<file path="src/verilog/kw_scan_pkg.sv">
`default_nettype none

package kw_scan_pkg;

   // Character stream
   localparam int CHAR_W = 8;

   // Keyword "PASS", first character in the top byte
   localparam int KW_LEN = 4;
   localparam logic [KW_LEN*CHAR_W-1:0] KEYWORD = {8'h50, 8'h41, 8'h53, 8'h53};

   // Matcher state counts matched characters, 0 to KW_LEN
   localparam int STATE_W = 3;

   // Stream ids
   localparam int SID_W = 6;
   localparam int NUM_STREAMS = 64;

   // Saturating match count
   localparam int COUNT_W = 16;

   // APB bus widths
   localparam int APB_AW = 8;
   localparam int APB_DW = 32;

   // Register map
   // Enable bits, streams 0 to 31
   localparam logic [APB_AW-1:0] REG_EN_LO = 8'h00;
   // Enable bits, streams 32 to 63
   localparam logic [APB_AW-1:0] REG_EN_HI = 8'h04;
   // Match count, any write clears it
   localparam logic [APB_AW-1:0] REG_COUNT = 8'h08;

endpackage

`default_nettype wire
</file>
<file path="src/verilog/kw_scan_top.sv">
`timescale 1ns/10ps
`default_nettype none

module kw_scan_top
   import kw_scan_pkg::*;
(
   input  logic              clk,
   input  logic              rst_n,
   // Packet input
   input  logic              sop,
   input  logic              eop,
   input  logic              char_vld,
   input  logic [CHAR_W-1:0] char_in,
   input  logic [SID_W-1:0]  stream_id,
   input  logic              new_stream,
   // APB slave
   input  logic              psel,
   input  logic              penable,
   input  logic              pwrite,
   input  logic [APB_AW-1:0] paddr,
   input  logic [APB_DW-1:0] pwdata,
   output logic [APB_DW-1:0] prdata,
   output logic              pready,
   output logic              pslverr,
   // Packet held a match
   output logic              fired
);

   // Context to matcher
   logic [STATE_W-1:0]     restore_state;
   logic                   restore_vld;
   // Matcher to context and tally
   logic [STATE_W-1:0]     cur_state;
   logic                   hit;
   // Register block links
   logic [NUM_STREAMS-1:0] stream_en;
   logic [COUNT_W-1:0]     count;
   logic                   count_clr;

   // No error responses
   assign pslverr = 1'b0;

   stream_context u_stream_context (
      .clk           (clk),
      .rst_n         (rst_n),
      .sop           (sop),
      .eop           (eop),
      .stream_id     (stream_id),
      .new_stream    (new_stream),
      .stream_en     (stream_en),
      .cur_state     (cur_state),
      .restore_state (restore_state),
      .restore_vld   (restore_vld)
   );

   keyword_dfa u_keyword_dfa (
      .clk           (clk),
      .rst_n         (rst_n),
      .char_vld      (char_vld),
      .char_in       (char_in),
      .restore_state (restore_state),
      .restore_vld   (restore_vld),
      .cur_state     (cur_state),
      .hit           (hit)
   );

   packet_match_tally u_packet_match_tally (
      .clk       (clk),
      .rst_n     (rst_n),
      .sop       (sop),
      .eop       (eop),
      .stream_id (stream_id),
      .hit       (hit),
      .stream_en (stream_en),
      .count_clr (count_clr),
      .fired     (fired),
      .count     (count)
   );

   apb_ctrl_regs u_apb_ctrl_regs (
      .clk       (clk),
      .rst_n     (rst_n),
      .psel      (psel),
      .penable   (penable),
      .pwrite    (pwrite),
      .paddr     (paddr),
      .pwdata    (pwdata),
      .prdata    (prdata),
      .pready    (pready),
      .stream_en (stream_en),
      .count_clr (count_clr),
      .count     (count)
   );

endmodule

`default_nettype wire

</file>
<file path="src/verilog/packet_match_tally.sv">
`timescale 1ns/10ps
`default_nettype none

module packet_match_tally
   import kw_scan_pkg::*;
(
   input  logic                   clk,
   input  logic                   rst_n,
   input  logic                   sop,
   input  logic                   eop,
   input  logic [SID_W-1:0]       stream_id,
   input  logic                   hit,
   input  logic [NUM_STREAMS-1:0] stream_en,
   input  logic                   count_clr,
   output logic                   fired,
   output logic [COUNT_W-1:0]     count
);

   // Enable bit of the stream in flight
   logic stream_on;
   // Packet matched, including a hit in the eop cycle
   logic pkt_match;
   // Count is pinned at all ones
   logic count_full;

   assign stream_on  = stream_en[stream_id];
   assign pkt_match  = fired || hit;
   assign count_full = &count;

   // Speculative per-packet match flag
   always_ff @(posedge clk)
   begin
      if (!rst_n)
      begin
         fired <= 1'b0;
      end
      else if (sop)
      begin
         fired <= 1'b0;
      end
      else if (eop && !stream_on)
      begin
         // Disabled stream, drop the match
         fired <= 1'b0;
      end
      else if (hit)
      begin
         fired <= 1'b1;
      end
   end

   // Commit at eop
   // Software clear beats an increment
   always_ff @(posedge clk)
   begin
      if (!rst_n)
      begin
         count <= '0;
      end
      else if (count_clr)
      begin
         count <= '0;
      end
      else if (eop && stream_on && pkt_match && !count_full)
      begin
         count <= count + 1'b1;
      end
   end

endmodule

`default_nettype wire

</file>
<file path="src/verilog/keyword_dfa.sv">
`timescale 1ns/10ps
`default_nettype none

module keyword_dfa
   import kw_scan_pkg::*;
(
   input  logic               clk,
   input  logic               rst_n,
   input  logic               char_vld,
   input  logic [CHAR_W-1:0]  char_in,
   // Context load from the stream memory
   input  logic [STATE_W-1:0] restore_state,
   input  logic               restore_vld,
   output logic [STATE_W-1:0] cur_state,
   output logic               hit
);

   // Matched prefix length
   logic [STATE_W-1:0] state_q;
   // State the step starts from, restored or held
   logic [STATE_W-1:0] base_state;
   logic [STATE_W-1:0] next_state;
   logic               next_hit;

   // Keyword character at a given position
   // Positions past the keyword give zero
   function automatic logic [CHAR_W-1:0] kw_char(input logic [STATE_W-1:0] idx);
      if (idx >= KW_LEN)
      begin
         return '0;
      end
      return KEYWORD[(KW_LEN - 1 - int'(idx)) * CHAR_W +: CHAR_W];
   endfunction

   // Restored state wins over the held one
   assign base_state = restore_vld ? restore_state : state_q;

   always_comb
   begin
      next_state = base_state;
      next_hit   = 1'b0;
      if (char_vld)
      begin
         if ((base_state < KW_LEN) && (char_in == kw_char(base_state)))
         begin
            if (base_state == KW_LEN - 1)
            begin
               // Full keyword, report and start over
               next_state = '0;
               next_hit   = 1'b1;
            end
            else
            begin
               next_state = base_state + 1'b1;
            end
         end
         else if (char_in == kw_char('0))
         begin
            // Mismatch on a leading P, that P begins a new match
            next_state = STATE_W'(1);
         end
         else
         begin
            next_state = '0;
         end
      end
   end

   // One cycle from character to state and hit
   always_ff @(posedge clk)
   begin
      if (!rst_n)
      begin
         state_q <= '0;
         hit     <= 1'b0;
      end
      else
      begin
         state_q <= next_state;
         hit     <= next_hit;
      end
   end

   assign cur_state = state_q;

   // State is always a valid prefix length
   a_state_range: assert property (
      @(posedge clk) disable iff (!rst_n)
      cur_state <= KW_LEN
   ) else $error("matcher state out of range");

endmodule

`default_nettype wire

</file>
<file path="src/verilog/stream_context.sv">
`timescale 1ns/10ps
`default_nettype none

module stream_context
   import kw_scan_pkg::*;
(
   input  logic                   clk,
   input  logic                   rst_n,
   input  logic                   sop,
   input  logic                   eop,
   input  logic [SID_W-1:0]       stream_id,
   input  logic                   new_stream,
   input  logic [NUM_STREAMS-1:0] stream_en,
   // State after the last character, from the matcher
   input  logic [STATE_W-1:0]     cur_state,
   // State to load into the matcher
   output logic [STATE_W-1:0]     restore_state,
   output logic                   restore_vld
);

   // One saved matcher state per stream
   logic [STATE_W-1:0] state_mem [NUM_STREAMS];

   // Enable bit of the stream in flight
   logic stream_on;

   assign stream_on = stream_en[stream_id];

   // Save on eop
   // A disabled stream keeps its old entry
   always_ff @(posedge clk)
   begin
      if (eop && stream_on)
      begin
         state_mem[stream_id] <= cur_state;
      end
   end

   // Restore data, loaded at sop
   // New stream starts from an empty match
   always_ff @(posedge clk)
   begin
      if (sop)
      begin
         if (new_stream)
         begin
            restore_state <= '0;
         end
         else
         begin
            restore_state <= state_mem[stream_id];
         end
      end
   end

   // Load strobe, one cycle after sop
   always_ff @(posedge clk)
   begin
      if (!rst_n)
      begin
         restore_vld <= 1'b0;
      end
      else
      begin
         restore_vld <= sop;
      end
   end

   // Packet framing: start and end cycles are distinct
   a_sop_eop_apart: assert property (
      @(posedge clk) disable iff (!rst_n)
      !(sop && eop)
   ) else $error("sop and eop in the same cycle");

endmodule

`default_nettype wire

</file>
<file path="src/verilog/apb_ctrl_regs.sv">
`timescale 1ns/10ps
`default_nettype none

module apb_ctrl_regs
   import kw_scan_pkg::*;
(
   input  logic                   clk,
   input  logic                   rst_n,
   // APB slave side
   input  logic                   psel,
   input  logic                   penable,
   input  logic                   pwrite,
   input  logic [APB_AW-1:0]      paddr,
   input  logic [APB_DW-1:0]      pwdata,
   output logic [APB_DW-1:0]      prdata,
   output logic                   pready,
   // Control toward the tally stage
   output logic [NUM_STREAMS-1:0] stream_en,
   output logic                   count_clr,
   input  logic [COUNT_W-1:0]     count
);

   // Enable bitmap, split over two registers
   logic [APB_DW-1:0] en_lo;
   logic [APB_DW-1:0] en_hi;

   // Access phase of a write, and of a read
   logic wr_access;
   logic rd_access;

   assign wr_access = psel && penable && pwrite;
   assign rd_access = psel && !pwrite;

   // No wait states, every access phase completes at once
   assign pready = psel && penable;

   // Low half covers streams 0 to 31
   assign stream_en = {en_hi, en_lo};

   // Clear strobe lasts one access phase only
   // Tally clears count on the edge that ends the access
   assign count_clr = wr_access && (paddr == REG_COUNT);

   // Enable register writes
   always_ff @(posedge clk)
   begin
      if (!rst_n)
      begin
         en_lo <= '0;
         en_hi <= '0;
      end
      else if (wr_access)
      begin
         case (paddr)
            REG_EN_LO:
            begin
               en_lo <= pwdata;
            end
            REG_EN_HI:
            begin
               en_hi <= pwdata;
            end
            default:
            begin
               // Count clear is handled by the strobe, others ignored
            end
         endcase
      end
   end

   // Read mux, valid through setup and access phases
   always_comb
   begin
      prdata = '0;
      if (rd_access)
      begin
         case (paddr)
            REG_EN_LO:
            begin
               prdata = en_lo;
            end
            REG_EN_HI:
            begin
               prdata = en_hi;
            end
            REG_COUNT:
            begin
               // Count sits in the low bits
               prdata = APB_DW'(count);
            end
            default:
            begin
               // Unmapped addresses read back zero
               prdata = '0;
            end
         endcase
      end
   end

   // Access phase always follows a setup phase of the same transfer
   a_penable_needs_psel: assert property (
      @(posedge clk) disable iff (!rst_n)
      penable |-> psel
   ) else $error("penable high without psel");

endmodule

`default_nettype wire

</file>
<file path="config.mk">
export PLATFORM = sky130hd
export DESIGN_NAME = kw_scan_top
export DESIGN_NICKNAME = d
export VERILOG_FILES = /design/src/verilog/kw_scan_pkg.sv /design/src/verilog/kw_scan_top.sv /design/src/verilog/packet_match_tally.sv /design/src/verilog/keyword_dfa.sv /design/src/verilog/stream_context.sv /design/src/verilog/apb_ctrl_regs.sv
export SDC_FILE = /design/constraint.sdc
export NUM_CORES = 1
export LEC_CHECK = 0
export BUFFER_PORTS_ARGS = -buffer_cell sky130_fd_sc_hd__buf_2
export CAP_MARGIN = 20
export CELL_PAD_IN_SITES_DETAIL_PLACEMENT = 1
export CELL_PAD_IN_SITES_GLOBAL_PLACEMENT = 2
export CORE_ASPECT_RATIO = 0.8
export CORE_MARGIN = 2
export CORE_UTILIZATION = 45
export DETAILED_ROUTE_END_ITERATION = 8
export HOLD_SLACK_MARGIN = 0.12
export PLACE_DENSITY = 0.95
export SLEW_MARGIN = 25
export SYNTH_ARGS = -nofsm -noshare
export SYNTH_HDL_FRONTEND = slang
export SYNTH_HIERARCHICAL = 1
export SYNTH_SLANG_ARGS = --single-unit
</file>
<file path="constraint.sdc">
create_clock -name clk -period 7.2 [get_ports clk]
set_clock_uncertainty 0.1 [all_clocks]
set_input_delay 0.72 -clock clk [delete_from_list [all_inputs] [get_ports clk]]
set_output_delay 0.72 -clock clk [all_outputs]
set_load 0.005 [all_outputs]
</file>
Word-level counts from Yosys, hierarchy flattened:

Memories as Yosys holds them, arrays and structs flattened. A register that Yosys moved wholly into a read port is not among the register bits.
Cells that the tools add are included.

* add/sub/neg operators: 3
* magnitude comparators: 3
* eq/ne operators: 5
* shift operators: 1
* muxes and demuxes: 17
* bitwise gates (word level): 1
* reduce and logical (&&, ||, !) cells: 20

Operator list (number)
* 32-bit case mux with 3 select lines: 1
* 32-bit 2-to-1 mux: 1
* 32-bit by 32-bit variable part select with 8-bit output (first input constant): 1
* 8-bit 2-to-1 mux: 3
* 16-bit by 1-bit adder with 16-bit output (second input constant): 1
* 16-bit AND reduction: 1
* 3-bit 2-to-1 mux: 4
* 1-bit logical AND: 9
* 8-bit by 3-bit == test with 1-bit output (second input constant): 1
* 8-bit by 4-bit == test with 1-bit output (second input constant): 1
* 8-bit by 7-bit == test with 1-bit output (second input constant): 1
* 8-bit == test: 1
* 8-bit logical NOT: 1
* 6-bit by 7-bit < comparator with 1-bit output (second input constant): 1
* 1-bit 2-to-1 mux: 7
* 1-bit binary-select mux with 6-bit select: 1
* 2-bit AND reduction: 2
* 2-bit by 3-bit subtractor with 4-bit output (first input constant): 1
* 3-bit by 1-bit adder with 3-bit output (second input constant): 1
* 3-bit by 2-bit == test with 1-bit output (second input constant): 1
* 3-bit >= comparator (second input constant): 1
* 1-bit logical NOT: 3
* 3-bit < comparator (second input constant): 1
* 3-bit AND reduction: 1
* 4 further kinds: 4

* flip-flop bits (word level): 86
* RAM bits: 192
* input bits: 63
* output and inout port bits: 35
* word-level logic and storage cells: 58
* memories: 1

Memories
* u_stream_context.state_mem: depth 64, width 3, rd ports 1, clocked after Yosys merged registers in 1, write ports 1, line stream_context.sv:22 `logic [STATE_W-1:0] state_mem [NUM_STREAMS];`

Logic depth before layout (Yosys ltp):

* depth after elaboration: 10
* gate-level depth with buffers: 11
* gate-level depth less buffers: 7

By module:

Netlist, hierarchy kept.

By module, submodules not included
* stream_context: times used 1, cells each 547, area each 8655.8 um^2, seq. area each 5875.6 um^2
* apb_ctrl_regs: times used 1, cells each 362, area each 3159.3 um^2, seq. area each 1281.2 um^2
* packet_match_tally: times used 1, cells each 189, area each 1569.0 um^2, seq. area each 340.3 um^2
* keyword_dfa: times used 1, cells each 32, area each 281.5 um^2, seq. area each 80.1 um^2
* kw_scan_top: times used 1, cells each 2, area each 11.3 um^2, seq. area each 0.0 um^2

Worst setup path before layout:

No wires, ideal clock.

* path kind: input to register
* from: input stream_id[0]
* to: memory u_stream_context.state_mem[58][0], enable pin
* setup time: 273 ps
* data arrival time: 2648 ps
* data required time: 6827 ps
* path slack: 4179 ps
* stages: 8
* buffers on the path: 2
* path through: buf_6 > mux4_1 > nand2_1 > a21oi_1 > a211o_1 > nor4_4 > buf_6 > nor3_1

* cells in the longest elaborated chain, start to end: 5

Ends and longest elaborated chain
* from (decl): line kw_scan_top.sv:14 `input logic [SID_W-1:0] stream_id,`
* 1-bit binary-select mux with 6-bit select: line stream_context.sv:27 `assign stream_on = stream_en[stream_id];`
* 1-bit 2-to-1 mux (implied by the code): line stream_context.sv:27
* 1-bit logical AND: line stream_context.sv:33 `if (eop && stream_on)`
* 1-bit 2-to-1 mux: line stream_context.sv:33
* 1-bit 2-to-1 mux (implied by the code): line stream_context.sv:35 `state_mem[stream_id] <= cur_state;`
* to (decl): line stream_context.sv:22

Several ways; a longest one is shown, not always the timed one. The select of a mux whose other input is x is not followed.

Final worst setup path:

* from: input stream_id[0]
* to: memory u_stream_context.state_mem[0][2], enable pin

Same word-level chain as after synthesis.

==> reports/results.tsv <==
metric	value	unit
vias per std cell	6.08	
CP Cell Sequence	buf_4, buf_4, nor2b_1, a22oi_1, o211ai_1, o2bb2ai_1, nor4_4, buf_4, nor3_1	
DP Cell Count	1572	
critical path class	input pin to flop	
clock share of power	46.4	%
cts hold-fix bufs	0	
initial DRC count	942	
Synth Register Bits	281	
DRC viols	0	
Yosys warning count	6	
Syn Inst Count	1132	
Logic pwr share	6.3	%
initial antenna violation count	0	
Die Wd	199	um
drt wl/cell	24.7	um
status	finished clean	
period utilisation layout	58.3	%
Slew HR	26.6	%
ratio of cells with drive above 1 in the final layout	20.2	%
Finished Core Util	50.9	%
HP Class	input pin to flop	
Slew Limit Fails	0	
root buf cell	clkbuf_16	
Worst setup SP type	input pin	
Final WS setup	3.00	ns
Crit path max-delay family	buffers and inverters	
internal cell power	0.00282	W
Avg Cell Area, Syn	12.1	um2
drt pass-1 iters	5	
endpoints failing setup	0	
Netlist cell types	77	
leakage power	5.19	nW
synthesis-to-finish area growth	12.3	%
slowest CP cell	buf_4	
die height	160	um
P per Cell Area	237	nW/um2
gpl congestion	0.830	
first-pass GRT wire length	61300	um
Worst-path clk slew	0.06	ns
Post-Layout Cell Count	1626	
most used cell, CP	buf_4	
biggest cell delay along the critical path	0.70	ns
# Post-CTS Setup Buffers	0	
pin count of the biggest net entering global routing	104	
HPWL Detailed	26400	um
Filler cells	3157	
Seq/Total Area, Yosys	55.4	%
WP data required	7.31	ns
hold path cells	2	
# clock sinks	281	
Final Critical Period	4.20	ns
diodes inserted	0	
Cell Area, Synth	13700	um2
I/O pins	98	
fmax	238	MHz
max_cap viols	0	
Crit. End Element	flop	
VDD IR max	0.295	mV
worst reg2reg path depth	7	
Clock Latency Late Sink	0.58	ns
Synth Net Count	1197	
top cells by area, synth	edfxtp_1, dfxtp_1, mux2i_1	
final hold violation count	0	
Core Box Area	30200	um2
FP Rows	57	
Net Sw Power	0.000815	W
Congestion Overflow GR	0	
ys flop type	edfxtp_1	
Final Net Count	1256	
sequential share of power	47.2	%
Max clock buf depth	3	
number of buffers and inverters on the critical path	3	
ANT nets after route	0	
total CTS buffers	29	
CTS tree	yes	
worst slew pin tran	1.10	ns
via count	9879	
vias in the first global route	10100	
RSZ-0062 raised after global routing	false	
routed wire length	40200	um
H-tree depth	1	
Worst Path Arrival	4.30	ns
Async SR Flop Fraction	0	%
Switching Share	22.4	%
CTS resizes	0	
Crit path depth	9	
largest area contributor in the netlist	edfxtp_1	
die area	31800	um2
Max Fanout on Critical Path	64	
top cell type's share of synthesized area	42.8	%
Initial Util	45.3	%
total track usage	25.4	%
I/O Buffers	96	
Post-synth EDFFs	195	
Place WS	2.49	ns
Setup TNS	0	ns
==> flip-flops by register name, summed over array words and instances, names as in the netlist <==
name and cells:
u_apb_ctrl_regs/en_hi 32, u_packet_match_tally/count 16, u_packet_match_tally/fired 1, u_stream_context/restore_state 3, u_keyword_dfa/cur_state 3, u_stream_context/restore_vld 1, u_keyword_dfa/hit 1, u_stream_context/state_mem 192
u_apb_ctrl_regs/en_lo 32
==> worst reg2reg max path: stages (launching register included) <==
cell	delay (ns)
dfxtp_1	0.34
mux4_1	0.54
nand2_1	0.11
a21oi_1	0.08
a211o_1	0.31
nor4_4	0.32
buf_4	0.69
nor3_1	0.31
==> Yosys cell counts, drive strengths merged (2+ instances only) <==
cell / number
edfxtp: 195
nand2: 170
mux2i: 143
dfxtp: 86
nor3: 71
buf: 45
a21oi: 42
nor2: 42
mux2: 35
clkbuf: 34
a22oi: 32
mux4: 30
o21ai: 28
nand3: 17
a221oi: 14
and2: 11
nor2b: 11
or3: 11
inv: 9
nand4: 9
nor4: 9
a31oi: 8
o22ai: 8
nand4b: 6
nor3b: 6
and3: 5
or2: 5
or4: 4
a22o: 3
a32oi: 3
nand3b: 3
o21a: 3
o2bb2ai: 3
or3b: 3
a211o: 2
a211oi: 2
and4: 2
clkinv: 2
ha: 2
nor4b: 2
o211ai: 2
o221a: 2
==> placed cells by master, fill, tap and decap left out, types with 7 or more instances in the layout <==
master     instances
edfxtp_1         195
nand2_1          169
mux2i_1          143
buf_2             94
dfxtp_1           83
nor3_1            68
nor2_1            42
a21oi_1           42
mux2_2            34
a22oi_1           32
clkbuf_16         29
mux4_2            26
nand3_1           17
o21ai_0           16
a221oi_1          13
buf_4             12
o21ai_1           11
or3_1             11
nor2b_1           10
and2_1             9
bufinv_16          8
nand4_1            8
a31oi_1            8
o22ai_1            8
inv_1              7
==> power groups by stage <==
stage	combinational [W]	sequential (W)	clock [W]
after floorplan	0.000152	0.00176	0
after global placement	0.000219	0.00175	0
after detailed placement	0.000226	0.00175	0
after CTS	0.000227	0.00172	0.00171
after global routing	0.000247	0.00172	0.00177
final	0.000231	0.00172	0.00169
==> per-stage QoR <==
stage                     hold WS [ns]  instance area (um2)  power [W]
after floorplan                  0.352                13700    0.00191
after global placement           0.368                14300    0.00197
after detailed placement         0.389                14300    0.00198
after CTS                        0.301                15300    0.00366
after global routing             0.316                15400    0.00374
final                            0.297                15400    0.00364
==> final timing paths <==
path | from | endpoint | slack, ns
worst max-delay path | stream_id[0] | u_stream_context/state_mem[0][2] | 3.00
worst min register to register | u_apb_ctrl_regs/en_hi[25] | u_apb_ctrl_regs/en_hi[25] | 0.40
worst min-delay path | char_vld | u_keyword_dfa/cur_state[2] | 0.30
worst max register to register | u_apb_ctrl_regs/en_hi[3] | u_stream_context/state_mem[0][2] | 4.08
==> cell families after synthesis <==
family | after synthesis | synth area share, %
and+or+nand+nor | 389 | 14.2
buffers and inverters | 90 | 3.83
AOI/OAI and AO/OA | 161 | 7.94
other | 1 | 0.0274
DFF | 281 | 55.4
adders and majority gates | 2 | 0.183
muxes | 208 | 18.4
==> routing by layer <==
layer	vias up	track usage, %	routed length, um
li1	4421	-	-
met1	4973	35.2	17100
met2	395	40.8	18800
met3	90	4.52	2920
met4	0	7.90	1320
met5	-	0	0
==> layout make-up <==
type                       count  area (um2)  share of cell area (%)
sequential                   281        7580                    49.3
multi-input combinational    761        5580                    36.3
clock buffer                  34         744                    4.85
timing repair buffer         107         588                    3.83
tap                          413         517                    3.36
clock inverter                19         314                    2.04
inverter                      11        41.3                   0.269
Power figures use the tool's default switching activity.
